--- config.mk ---
export PLATFORM = sky130hd
export DESIGN_NAME = exec_core
export DESIGN_NICKNAME = d
export VERILOG_FILES = /design/src/exec_pkg.sv /design/src/exec_ifc.sv /design/src/alu.sv /design/src/mul_div.sv /design/src/csr_unit.sv /design/src/operand_stage.sv /design/src/execute_stage.sv /design/src/exec_core.sv
export SDC_FILE = /design/constraint.sdc
export NUM_CORES = 2
export LEC_CHECK = 0
export BUFFER_PORTS_ARGS = -buffer_cell sky130_fd_sc_hd__buf_2
export CAP_MARGIN = 25
export CORE_MARGIN = 2
export CORE_UTILIZATION = 40
export DETAILED_ROUTE_END_ITERATION = 12
export SYNTH_ARGS = -nofsm -noshare
export SYNTH_HDL_FRONTEND = slang
export SYNTH_SLANG_ARGS = --single-unit
--- constraint.sdc ---
create_clock -name clk -period 7.8 [get_ports clk]
set_input_delay 0.39 -clock clk [delete_from_list [all_inputs] [get_ports clk]]
set_output_delay 0.39 -clock clk [all_outputs]
set_load 0.05 [all_outputs]
--- src/exec_pkg.sv ---
package exec_pkg;

  localparam int xlen = 32;
  localparam int reg_aw = 5;
  localparam int csr_aw = 12;

  localparam int mpp_lo = 11; // mstatus.MPP sits in bits 12:11

  typedef enum logic [3:0] {
    alu_add,
    alu_sub,
    alu_sll,
    alu_slt,
    alu_sltu,
    alu_xor,
    alu_srl,
    alu_sra,
    alu_or,
    alu_and
  } alu_op_t;

  typedef enum logic [2:0] {
    md_mul, md_mulh, md_mulhsu, md_mulhu,
    md_div, md_divu, md_rem, md_remu
  } muldiv_op_t;

  typedef enum logic [1:0] {csr_none, csr_rw, csr_rs, csr_rc} csr_op_t;

  typedef enum logic [1:0] {
    priv_user = 2'd0,
    priv_mach = 2'd3
  } priv_t;

  typedef enum logic [3:0] {
    cause_illegal    = 4'd2,
    cause_breakpoint = 4'd3,
    cause_ecall_u    = 4'd8,
    cause_ecall_m    = 4'd11
  } cause_t;

  // machine mode CSRs plus the cycle counter
  localparam logic [csr_aw-1:0] csr_mstatus    = 12'h300;
  localparam logic [csr_aw-1:0] csr_mcounteren = 12'h306;
  localparam logic [csr_aw-1:0] csr_mscratch   = 12'h340;
  localparam logic [csr_aw-1:0] csr_mepc       = 12'h341;
  localparam logic [csr_aw-1:0] csr_mcause     = 12'h342;
  localparam logic [csr_aw-1:0] csr_mtval      = 12'h343;
  localparam logic [csr_aw-1:0] csr_mcycle     = 12'hb00;

endpackage

--- src/exec_ifc.sv ---
`timescale 1ns/10ps

interface issue_ifc;
  import exec_pkg::*;

  logic valid;
  logic [xlen-1:0] pc;
  logic [xlen-1:0] instr;
  logic [xlen-1:0] rdata1;
  logic [xlen-1:0] rdata2;
  logic [xlen-1:0] imm;
  logic [reg_aw-1:0] rd;
  alu_op_t alu_op;
  logic use_imm;
  muldiv_op_t muldiv_op;
  logic muldiv;
  csr_op_t csr_op;
  logic [csr_aw-1:0] csr_addr;
  logic [reg_aw-1:0] csr_uimm;
  logic lui;
  logic auipc;
  logic jal;
  logic ecall;
  logic ebreak;
  logic mret;
  logic illegal;

  modport src (output valid, pc, instr, rdata1, rdata2, imm, rd, alu_op, use_imm, muldiv_op,
               muldiv, csr_op, csr_addr, csr_uimm, lui, auipc, jal, ecall, ebreak, mret, illegal);
  modport dst (input valid, pc, instr, rdata1, rdata2, imm, rd, alu_op, use_imm, muldiv_op,
               muldiv, csr_op, csr_addr, csr_uimm, lui, auipc, jal, ecall, ebreak, mret, illegal);
endinterface

interface wb_ifc;
  import exec_pkg::*;

  logic wren;
  logic [reg_aw-1:0] waddr;
  logic [xlen-1:0] wdata;

  modport src (output wren, waddr, wdata);
  modport dst (input wren, waddr, wdata);
endinterface

--- src/alu.sv ---
`timescale 1ns/10ps

module alu (
  input logic [exec_pkg::xlen-1:0] a,
  input logic [exec_pkg::xlen-1:0] b,
  input exec_pkg::alu_op_t op,
  output logic [exec_pkg::xlen-1:0] res
);
  import exec_pkg::*;

  logic [4:0] shamt;
  logic lt_s;
  logic lt_u;

  assign shamt = b[4:0];
  assign lt_s = $signed(a) < $signed(b);
  assign lt_u = a < b;

  always_comb begin
    case (op)
      alu_add: begin
        res = a + b;
      end
      alu_sub: begin
        res = a - b;
      end
      alu_sll: begin
        res = a << shamt;
      end
      alu_slt: begin
        res = {{(xlen-1){1'b0}}, lt_s};
      end
      alu_sltu: begin
        res = {{(xlen-1){1'b0}}, lt_u};
      end
      alu_xor: begin
        res = a ^ b;
      end
      alu_srl: begin
        res = a >> shamt;
      end
      alu_sra: begin
        res = $signed(a) >>> shamt; // sign fill
      end
      alu_or: begin
        res = a | b;
      end
      alu_and: begin
        res = a & b;
      end
      default: begin
        res = '0;
      end
    endcase
  end

endmodule

--- src/mul_div.sv ---
`timescale 1ns/10ps

module mul_div (
  input logic clk,
  input logic rst,
  input logic start,
  input exec_pkg::muldiv_op_t op,
  input logic [exec_pkg::xlen-1:0] a,
  input logic [exec_pkg::xlen-1:0] b,
  output logic ready,
  output logic [exec_pkg::xlen-1:0] result
);
  import exec_pkg::*;

  typedef enum logic [1:0] {st_idle, st_busy, st_done} state_t;

  state_t state;
  logic [4:0] cnt;
  muldiv_op_t op_q;
  logic [2*xlen-1:0] acc;  // product, or remainder:quotient
  logic [xlen-1:0] opnd;   // multiplicand or divisor magnitude
  logic neg_res;
  logic neg_rem;
  logic b_zero;
  logic is_div_q;
  logic a_neg;
  logic b_neg;
  logic [xlen-1:0] mag_a;
  logic [xlen-1:0] mag_b;
  logic [xlen:0] mul_sum;
  logic [xlen+1:0] div_diff;
  logic [2*xlen-1:0] prod;
  logic [xlen-1:0] quot;
  logic [xlen-1:0] rem;

  assign a_neg = a[xlen-1] && (op inside {md_mulh, md_mulhsu, md_div, md_rem});
  assign b_neg = b[xlen-1] && (op inside {md_mulh, md_div, md_rem});
  assign mag_a = a_neg ? -a : a;
  assign mag_b = b_neg ? -b : b;
  assign is_div_q = op_q inside {md_div, md_divu, md_rem, md_remu};

  assign mul_sum = {1'b0, acc[2*xlen-1:xlen]} + (acc[0] ? {1'b0, opnd} : '0);
  assign div_diff = {1'b0, acc[2*xlen-1:xlen-1]} - {2'b00, opnd}; // shifted remainder minus divisor

  always_ff @(posedge clk) begin
    if (!rst) begin
      state <= st_idle;
      cnt <= '0;
    end else begin
      case (state)
        st_idle: begin
          if (start) begin
            state <= st_busy;
            cnt <= '0;
          end
        end
        st_busy: begin
          cnt <= cnt + 1'b1;
          if (cnt == 5'd31) begin
            state <= st_done;
          end
        end
        default: begin
          state <= st_idle;
        end
      endcase
    end
  end

  always_ff @(posedge clk) begin
    if (state == st_idle && start) begin
      op_q <= op;
      acc <= {{xlen{1'b0}}, mag_a};
      opnd <= mag_b;
      neg_res <= a_neg ^ b_neg;
      neg_rem <= a_neg;
      b_zero <= b == '0;
    end else if (state == st_busy) begin
      if (is_div_q) begin
        acc <= {div_diff[xlen+1] ? acc[2*xlen-2:xlen-1] : div_diff[xlen-1:0],
                acc[xlen-2:0], ~div_diff[xlen+1]};
      end else begin
        acc <= {mul_sum, acc[xlen-1:1]};
      end
    end
  end

  assign prod = neg_res ? -acc : acc;
  assign quot = b_zero ? '1 : (neg_res ? -acc[xlen-1:0] : acc[xlen-1:0]);
  assign rem = neg_rem ? -acc[2*xlen-1:xlen] : acc[2*xlen-1:xlen];
  assign ready = state == st_done;

  always_comb begin
    case (op_q)
      md_mul: result = prod[xlen-1:0];
      md_mulh, md_mulhsu, md_mulhu: result = prod[2*xlen-1:xlen];
      md_div, md_divu: result = quot;
      default: result = rem;
    endcase
  end

endmodule

--- src/csr_unit.sv ---
`timescale 1ns/10ps

module csr_unit (
  input logic clk,
  input logic rst,
  input logic [exec_pkg::csr_aw-1:0] raddr,
  input logic wen,
  input logic [exec_pkg::csr_aw-1:0] waddr,
  input logic [exec_pkg::xlen-1:0] wdata,
  input logic trap,
  input exec_pkg::cause_t trap_cause,
  input logic [exec_pkg::xlen-1:0] trap_pc,
  input logic [exec_pkg::xlen-1:0] trap_tval,
  input logic mret,
  output logic [exec_pkg::xlen-1:0] rdata,
  output exec_pkg::priv_t mode,
  output logic [exec_pkg::xlen-1:0] mcounteren
);
  import exec_pkg::*;

  priv_t mpp;
  logic [xlen-1:0] mscratch;
  logic [xlen-1:0] mepc;
  logic [xlen-1:0] mcause;
  logic [xlen-1:0] mtval;
  logic [xlen-1:0] mcycle;
  logic wr_ok;

  assign wr_ok = wen && waddr[11:10] != 2'b11; // 11 in the top bits marks read-only

  always_ff @(posedge clk) begin
    if (!rst) begin
      mode <= priv_mach;
      mpp <= priv_user;
      mscratch <= '0;
      mepc <= '0;
      mcause <= '0;
      mtval <= '0;
      mcounteren <= '0;
      mcycle <= '0;
    end else begin
      mcycle <= mcycle + 1'b1;
      if (trap) begin
        mepc <= trap_pc;
        mcause <= {{(xlen-4){1'b0}}, trap_cause};
        mtval <= trap_tval;
        mpp <= mode;
        mode <= priv_mach;
      end else if (mret) begin
        mode <= mpp;
        mpp <= priv_user;
      end else if (wr_ok) begin
        case (waddr)
          csr_mstatus: mpp <= (wdata[mpp_lo +: 2] == 2'b11) ? priv_mach : priv_user;
          csr_mscratch: mscratch <= wdata;
          csr_mepc: mepc <= wdata;
          csr_mcause: mcause <= wdata;
          csr_mtval: mtval <= wdata;
          csr_mcounteren: mcounteren <= wdata;
          csr_mcycle: mcycle <= wdata; // write wins over the increment
          default: ;
        endcase
      end
    end
  end

  always_comb begin
    case (raddr)
      csr_mstatus: rdata = {{(xlen-mpp_lo-2){1'b0}}, mpp, {mpp_lo{1'b0}}};
      csr_mscratch: rdata = mscratch;
      csr_mepc: rdata = mepc;
      csr_mcause: rdata = mcause;
      csr_mtval: rdata = mtval;
      csr_mcounteren: rdata = mcounteren;
      csr_mcycle: rdata = mcycle;
      default: rdata = '0;
    endcase
  end

endmodule

--- src/operand_stage.sv ---
`timescale 1ns/10ps

module operand_stage (
  input logic clk,
  input logic rst,
  input logic issue,
  input logic [exec_pkg::xlen-1:0] pc,
  input logic [exec_pkg::xlen-1:0] instr,
  input logic [exec_pkg::reg_aw-1:0] rs1,
  input logic [exec_pkg::reg_aw-1:0] rs2,
  input logic [exec_pkg::reg_aw-1:0] rd,
  input logic [exec_pkg::xlen-1:0] imm,
  input exec_pkg::alu_op_t alu_op,
  input logic use_imm,
  input logic muldiv,
  input exec_pkg::muldiv_op_t muldiv_op,
  input exec_pkg::csr_op_t csr_op,
  input logic [exec_pkg::csr_aw-1:0] csr_addr,
  input logic [exec_pkg::reg_aw-1:0] csr_uimm,
  input logic lui,
  input logic auipc,
  input logic jal,
  input logic ecall,
  input logic ebreak,
  input logic mret,
  input logic illegal,
  input logic stall,
  issue_ifc.src iss,
  wb_ifc.dst wb
);
  import exec_pkg::*;

  logic [xlen-1:0] regs [1:31]; // x0 is not stored

  // register read with bypass from the execute result
  function automatic logic [xlen-1:0] read_reg(input logic [reg_aw-1:0] addr);
    logic [xlen-1:0] val;
    if (addr == '0) begin
      val = '0;
    end else if (wb.wren && wb.waddr == addr) begin
      val = wb.wdata;
    end else begin
      val = regs[addr];
    end
    return val;
  endfunction

  always_ff @(posedge clk) begin
    if (wb.wren && wb.waddr != '0) begin
      regs[wb.waddr] <= wb.wdata;
    end
  end

  always_ff @(posedge clk) begin
    if (!rst) begin
      iss.valid <= 1'b0;
    end else if (!stall) begin
      iss.valid <= issue;
    end
  end

  always_ff @(posedge clk) begin
    if (!stall) begin // hold the instruction while execute waits
      iss.pc <= pc;
      iss.instr <= instr;
      iss.rdata1 <= read_reg(rs1);
      iss.rdata2 <= read_reg(rs2);
      iss.imm <= imm;
      iss.rd <= rd;
      iss.alu_op <= alu_op;
      iss.use_imm <= use_imm;
      iss.muldiv_op <= muldiv_op;
      iss.muldiv <= muldiv;
      iss.csr_op <= csr_op;
      iss.csr_addr <= csr_addr;
      iss.csr_uimm <= csr_uimm;
      iss.lui <= lui;
      iss.auipc <= auipc;
      iss.jal <= jal;
      iss.ecall <= ecall;
      iss.ebreak <= ebreak;
      iss.mret <= mret;
      iss.illegal <= illegal;
    end
  end

endmodule

--- src/execute_stage.sv ---
`timescale 1ns/10ps

module execute_stage (
  input logic clk,
  input logic rst,
  issue_ifc.dst iss,
  wb_ifc.src wb,
  output logic [exec_pkg::xlen-1:0] alu_a,
  output logic [exec_pkg::xlen-1:0] alu_b,
  output exec_pkg::alu_op_t alu_op,
  input logic [exec_pkg::xlen-1:0] alu_res,
  output logic md_start,
  output exec_pkg::muldiv_op_t md_op,
  output logic [exec_pkg::xlen-1:0] md_a,
  output logic [exec_pkg::xlen-1:0] md_b,
  input logic md_ready,
  input logic [exec_pkg::xlen-1:0] md_result,
  output logic [exec_pkg::csr_aw-1:0] csr_raddr,
  output logic csr_wen,
  output logic [exec_pkg::csr_aw-1:0] csr_waddr,
  output logic [exec_pkg::xlen-1:0] csr_wdata,
  output logic csr_trap,
  output exec_pkg::cause_t csr_cause,
  output logic [exec_pkg::xlen-1:0] csr_pc,
  output logic [exec_pkg::xlen-1:0] csr_tval,
  output logic csr_mret,
  input logic [exec_pkg::xlen-1:0] csr_rdata,
  input exec_pkg::priv_t csr_mode,
  input logic [exec_pkg::xlen-1:0] csr_mcounteren,
  output logic stall,
  output logic retire_valid,
  output logic [exec_pkg::reg_aw-1:0] retire_waddr,
  output logic [exec_pkg::xlen-1:0] retire_wdata,
  output logic trap,
  output exec_pkg::cause_t trap_cause,
  output logic [exec_pkg::xlen-1:0] trap_pc,
  output logic [exec_pkg::xlen-1:0] trap_tval
);
  import exec_pkg::*;

  logic csr_acc;
  logic csr_denied;
  logic illegal;
  logic exc;
  logic md_wait;
  logic md_busy;
  logic [xlen-1:0] csr_src;
  logic [xlen-1:0] result;
  cause_t cause;
  logic [xlen-1:0] tval;

  assign csr_acc = iss.csr_op != csr_none;
  // counters below machine level are opened per bit by mcounteren
  assign csr_denied = csr_acc && (csr_mode < iss.csr_addr[9:8]) &&
      !(iss.csr_addr[11:8] == 4'hb && csr_mcounteren[iss.csr_addr[4:0]]);
  assign illegal = iss.illegal || csr_denied || (iss.mret && csr_mode != priv_mach);
  assign exc = iss.valid && (illegal || iss.ebreak || iss.ecall);

  always_comb begin
    if (illegal) begin
      cause = cause_illegal;
      tval = iss.instr;
    end else if (iss.ebreak) begin
      cause = cause_breakpoint;
      tval = iss.instr;
    end else begin
      cause = (csr_mode == priv_mach) ? cause_ecall_m : cause_ecall_u;
      tval = '0;
    end
  end

  assign alu_a = iss.rdata1;
  assign alu_b = iss.use_imm ? iss.imm : iss.rdata2;
  assign alu_op = iss.alu_op;

  // one start per muldiv, then wait for the ready pulse
  assign md_wait = iss.valid && iss.muldiv && !exc;
  assign md_start = md_wait && !md_busy;
  assign stall = md_wait && !md_ready;
  assign md_op = iss.muldiv_op;
  assign md_a = iss.rdata1;
  assign md_b = iss.rdata2;

  always_ff @(posedge clk) begin
    if (!rst) begin
      md_busy <= 1'b0;
    end else if (md_start) begin
      md_busy <= 1'b1;
    end else if (md_ready) begin
      md_busy <= 1'b0;
    end
  end

  assign csr_src = iss.use_imm ? {{(xlen-reg_aw){1'b0}}, iss.csr_uimm} : iss.rdata1;
  assign csr_raddr = iss.csr_addr;
  assign csr_waddr = iss.csr_addr;
  assign csr_wen = iss.valid && csr_acc && !exc && (iss.csr_op == csr_rw || csr_src != '0);

  always_comb begin
    case (iss.csr_op)
      csr_rw: csr_wdata = csr_src;
      csr_rs: csr_wdata = csr_rdata | csr_src;
      csr_rc: csr_wdata = csr_rdata & ~csr_src;
      default: csr_wdata = csr_rdata;
    endcase
  end

  assign csr_trap = exc;
  assign csr_cause = cause;
  assign csr_pc = iss.pc;
  assign csr_tval = tval;
  assign csr_mret = iss.valid && iss.mret && !exc;

  always_comb begin
    if (iss.auipc) begin
      result = iss.pc + iss.imm;
    end else if (iss.lui) begin
      result = iss.imm;
    end else if (iss.jal) begin
      result = iss.pc + 32'd4; // link
    end else if (csr_acc) begin
      result = csr_rdata;
    end else if (iss.muldiv) begin
      result = md_result;
    end else begin
      result = alu_res;
    end
  end

  // mret completes without a register write, so it never shows on retire
  assign wb.wren = iss.valid && !exc && !iss.mret && !stall && iss.rd != '0;
  assign wb.waddr = iss.rd;
  assign wb.wdata = result;

  always_ff @(posedge clk) begin
    if (!rst) begin
      retire_valid <= 1'b0;
      trap <= 1'b0;
    end else begin
      retire_valid <= wb.wren;
      trap <= exc;
    end
  end

  always_ff @(posedge clk) begin
    retire_waddr <= wb.waddr;
    retire_wdata <= wb.wdata;
    trap_cause <= cause;
    trap_pc <= iss.pc;
    trap_tval <= tval;
  end

endmodule

--- src/exec_core.sv ---
`timescale 1ns/10ps

module exec_core (
  input logic clk,
  input logic rst,
  input logic issue,
  input logic [exec_pkg::xlen-1:0] pc,
  input logic [exec_pkg::xlen-1:0] instr,
  input logic [exec_pkg::reg_aw-1:0] rs1,
  input logic [exec_pkg::reg_aw-1:0] rs2,
  input logic [exec_pkg::reg_aw-1:0] rd,
  input logic [exec_pkg::xlen-1:0] imm,
  input exec_pkg::alu_op_t alu_op,
  input logic use_imm,
  input logic muldiv,
  input exec_pkg::muldiv_op_t muldiv_op,
  input exec_pkg::csr_op_t csr_op,
  input logic [exec_pkg::csr_aw-1:0] csr_addr,
  input logic [exec_pkg::reg_aw-1:0] csr_uimm,
  input logic lui,
  input logic auipc,
  input logic jal,
  input logic ecall,
  input logic ebreak,
  input logic mret,
  input logic illegal,
  output logic stall,
  output logic retire_valid,
  output logic [exec_pkg::reg_aw-1:0] retire_waddr,
  output logic [exec_pkg::xlen-1:0] retire_wdata,
  output logic trap,
  output exec_pkg::cause_t trap_cause,
  output logic [exec_pkg::xlen-1:0] trap_pc,
  output logic [exec_pkg::xlen-1:0] trap_tval
);
  import exec_pkg::*;

  logic [xlen-1:0] alu_a;
  logic [xlen-1:0] alu_b;
  alu_op_t ex_alu_op;
  logic [xlen-1:0] alu_res;
  logic md_start;
  muldiv_op_t md_op;
  logic [xlen-1:0] md_a;
  logic [xlen-1:0] md_b;
  logic md_ready;
  logic [xlen-1:0] md_result;
  logic [csr_aw-1:0] csr_raddr;
  logic csr_wen;
  logic [csr_aw-1:0] csr_waddr;
  logic [xlen-1:0] csr_wdata;
  logic csr_trap;
  cause_t csr_cause;
  logic [xlen-1:0] csr_pc;
  logic [xlen-1:0] csr_tval;
  logic csr_mret;
  logic [xlen-1:0] csr_rdata;
  priv_t csr_mode;
  logic [xlen-1:0] csr_mcounteren;

  issue_ifc iss ();
  wb_ifc wb ();

  operand_stage u_operand_stage (
    .clk, .rst, .issue, .pc, .instr, .rs1, .rs2, .rd, .imm, .alu_op, .use_imm,
    .muldiv, .muldiv_op, .csr_op, .csr_addr, .csr_uimm, .lui, .auipc, .jal,
    .ecall, .ebreak, .mret, .illegal, .stall,
    .iss(iss.src),
    .wb(wb.dst)
  );

  execute_stage u_execute_stage (
    .clk, .rst,
    .iss(iss.dst),
    .wb(wb.src),
    .alu_a, .alu_b, .alu_op(ex_alu_op), .alu_res,
    .md_start, .md_op, .md_a, .md_b, .md_ready, .md_result,
    .csr_raddr, .csr_wen, .csr_waddr, .csr_wdata, .csr_trap, .csr_cause,
    .csr_pc, .csr_tval, .csr_mret, .csr_rdata, .csr_mode, .csr_mcounteren,
    .stall, .retire_valid, .retire_waddr, .retire_wdata,
    .trap, .trap_cause, .trap_pc, .trap_tval
  );

  alu u_alu (
    .a(alu_a),
    .b(alu_b),
    .op(ex_alu_op),
    .res(alu_res)
  );

  mul_div u_mul_div (
    .clk, .rst,
    .start(md_start),
    .op(md_op),
    .a(md_a),
    .b(md_b),
    .ready(md_ready),
    .result(md_result)
  );

  csr_unit u_csr_unit (
    .clk, .rst,
    .raddr(csr_raddr),
    .wen(csr_wen),
    .waddr(csr_waddr),
    .wdata(csr_wdata),
    .trap(csr_trap),
    .trap_cause(csr_cause),
    .trap_pc(csr_pc),
    .trap_tval(csr_tval),
    .mret(csr_mret),
    .rdata(csr_rdata),
    .mode(csr_mode),
    .mcounteren(csr_mcounteren)
  );

endmodule

==> flow_summary.yaml <==
status:
  status: "completed"
routing:
  first_pass_iters: 9
  wirelength_mm: 404.4
  postRouteAntennaNets: 0
  drc: 0
  via_per_inst: 6.649
  drtIter0Drc: 10090
  wire_per_inst_um: 36.25
  via_count: 74170
synthesis:
  syn_area_per_cell_um2: 11.79
  synthTopCellsByCount: "edfxtp_1, nand2_1, a21oi_1, mux4_2, nor2_1"
  synth-edff-count: 1262
  ys_ff_latch: 1605
  synth_warnings: 0
  postSynthNetCount: 8086
  synthCells: 7728
  async_flop_share_pct: 0
  syn_area_um2: 91100
  synth.area.top_cells: "edfxtp_1, mux4_2, dfxtp_1, a21oi_1, mux2i_1"
  synth_largest_area_cell: "edfxtp_1"
  synth.distinct_cells: 100
  yosys.area.top_type_share_pct: 41.60
  synth_ff_type: "edfxtp_1"
  yosysMostFrequentCell: "edfxtp_1"
  ys_seq_area_share_pct: 49.13
cells_and_area:
  fillers: 20620
  fin_nets: 8349
  multi_input_area_um2: 43780
  seqCellArea_um2: 44760
  final_layout_size_suffix_gt1_share_pct: 19.27
  area_delta_synth_final_pct: 14.16
timing:
  fin_crit_sh_pct: 88.40
  fin_skew_ps: 72.91
  hold_ws_ps: 213.6
  rsz0062_at_grt: "false"
  setup_viol: 0
  finalSetupTns_ps: 0
  relSlewSlack_pct: 15.23
  clock.fmax_mhz: 145.0
  hold_viol: 0
  worst_pin_slew_ps: 1272
  maxSlewViolCount: 0
  post-route-min-period_ps: 6895
worst_setup_path:
  end_kind: "flop"
  cp_max_fo: 34
  startpoint: "u_operand_stage.iss.use_imm"
  arrival_ps: 7440
  critPathKind: "reg2reg"
  r2r-start: "u_operand_stage.iss.use_imm"
  cp.required_ps: 8340
  crit_path_start_kind: "flop"
die:
  die-height_um: 481.2
  rows: 175
  ios: 257
  die_w_um: 481.2
  dieArea_um2: 231600
  initial_core_util_pct: 40.16
  core_area_um2: 226800
clock_tree:
  clock_latency_ps: 890
  cts_tree: "yes"
  clk_path_buf_depth: 3
  cts-buffers-inserted: 176
  postCtsSetupBuffers: 0
  htreeDepth: 4
  cts_sinks: 1605
  clk_pin_slew_ps: 60
  clock_tree.root_cell: "clkbuf_16"
pwr:
  ir_worst_vdd_uv: 269.8
  p_per_area_nw_per_um2: 236.7
  p_leak_nw: 36.34
global_routing:
  grt_start_max_net_pins: 122
  grt_usage_pct: 34.06
  antenna_found_initial: 24
  grt_pass1_vias: 71130
  grt_pass1_wl_mm: 558.6
  grt-ovfl-total: 0
hold_path:
  holdCritPathClass: "in2reg"
  worstHoldStart: "pc[29]"
place:
  gp_congestion: 1.069
  dpl.hpwl_mm: 283.5
  io_buffer_count: 255
flow_run:
  cap_violations: 0
-- sequential cells by signal (all words and copies together), names as in the netlist, 12 cells and up --
register and count:
u_operand_stage.iss.instr 32, u_csr_unit.mepc 32, u_operand_stage.iss.pc 32, u_csr_unit.mcycle 32, u_csr_unit.mcause 32, u_csr_unit.mscratch 32, u_csr_unit.mcounteren 32, u_execute_stage.retire_wdata 32
u_csr_unit.mtval 32, u_operand_stage.iss.rdata1 32, u_mul_div.acc 64, u_mul_div.opnd 32, u_execute_stage.trap_tval 32, u_operand_stage.regs 992, u_operand_stage.iss.csr_addr 12, u_operand_stage.iss.rdata2 32
u_execute_stage.trap_pc 32, u_operand_stage.iss.imm 32
-- where the power goes --
| part | total, W | internal, W | switching, W |
|---|---|---|---|
| Clock | 0.00858 | 0.00487 | 0.00371 |
| Combinational | 0.00579 | 0.00192 | 0.00387 |
| Sequential | 0.0102 | 0.00968 | 0.000555 |
| Total | 0.0246 | 0.0165 | 0.00814 |
-- repair_timing --
action                    in CTS  in global routing
hold endpoints to repair     137                  0
hold buffers                 137                  0
resized for setup              0                  0
-- critical path, cell delays in order, from the launching register on --
cell      delay [ps]
edfxtp_1         840
buf_4            680
mux2i_1          250
ha_1             540
nor2b_1          110
or2_2            320
or4_1            520
a21oi_1          430
nor4b_1          140
o31ai_1          630
a211oi_1         430
o41ai_4          430
buf_4            430
nand3_1          130
a21oi_1          550
-- per-layer routing --
layer	routed length, um	vias to the layer above	GRT usage [%]
li1	-	30670	-
met1	154700	37670	44.06
met2	179900	4764	51.85
met3	41770	1046	8.667
met4	27620	24	19.62
met5	402	-	0
-- placed cells by master, fill, tap and decap left out, types with 70 or more instances in the layout --
cell type / netlist / routed
edfxtp_1: 1262 / 1262
a21oi_1: 623 / 622
nand2_1: 624 / 621
mux4_2: 543 / 543
nor2_1: 509 / 473
o21ai_0: 424 / 419
dfxtp_1: 343 / 343
mux2i_1: 303 / 300
buf_4: 4 / 273
buf_2: 80 / 248
ha_1: 204 / 204
inv_1: 194 / 193
xnor2_1: 189 / 189
clkbuf_16: 0 / 180
nand3_1: 147 / 147
dlygate4sd3_1: 0 / 137
xor2_1: 127 / 127
nor3_1: 128 / 121
a221oi_1: 99 / 99
a211oi_1: 88 / 87
and2_1: 87 / 86
a31oi_1: 80 / 79
mux2_2: 77 / 77
a21o_1: 70 / 70
-- logic make-up (layout without fill, tap and decap cells) --
group | count (synthesis) | count (layout) | synth area share, %
adder cells (fa/ha/maj) | 209 | 209 | 2.912
multiplexers | 924 | 924 | 17.72
other | 1 | 8 | 0.004116
AND/OR/NAND/NOR | 1885 | 1885 | 9.701
XOR/XNOR | 316 | 316 | 3.038
AO/OA/AOI/OAI | 1988 | 1988 | 14.05
buffers and inverters | 800 | 1211 | 3.439
flip-flops | 1605 | 1605 | 49.13
-- path summary, 6_finish.rpt --
check	end	slack (ps)	cells after the start
max	u_operand_stage.iss.rdata2[0]	900	14
max reg2reg	u_operand_stage.iss.rdata2[0]	900	14
min	u_operand_stage.iss.pc[29]	210	2
min reg2reg	u_csr_unit.mcause[16]	450	2
-- metrics by stage --
stage	worst slack [ps]	cells	utilization (%)	power (W)	area, um^2
finish	904.9	11160	45.85	0.02461	104000
global route	740.4	11150	45.84	0.02533	104000
CTS	1040	11140	45.80	0.02452	103900
detailed placement	1111	10680	42.60	0.01592	96630
global placement	1201	10670	42.58	0.01589	96580
floorplan	390.6	7728	-	0.01369	91100
-- cell type report --
class	instances	area share [%]
diodes	7	0.01684
well taps	3009	3.620
multi-input cells	5323	42.10
clock inverters	96	1.054
clock buffers	230	4.617
inverters	206	0.7531
flip-flops and latches	1605	43.04
repair buffers	679	4.804
(Power assumes the default switching activity.)
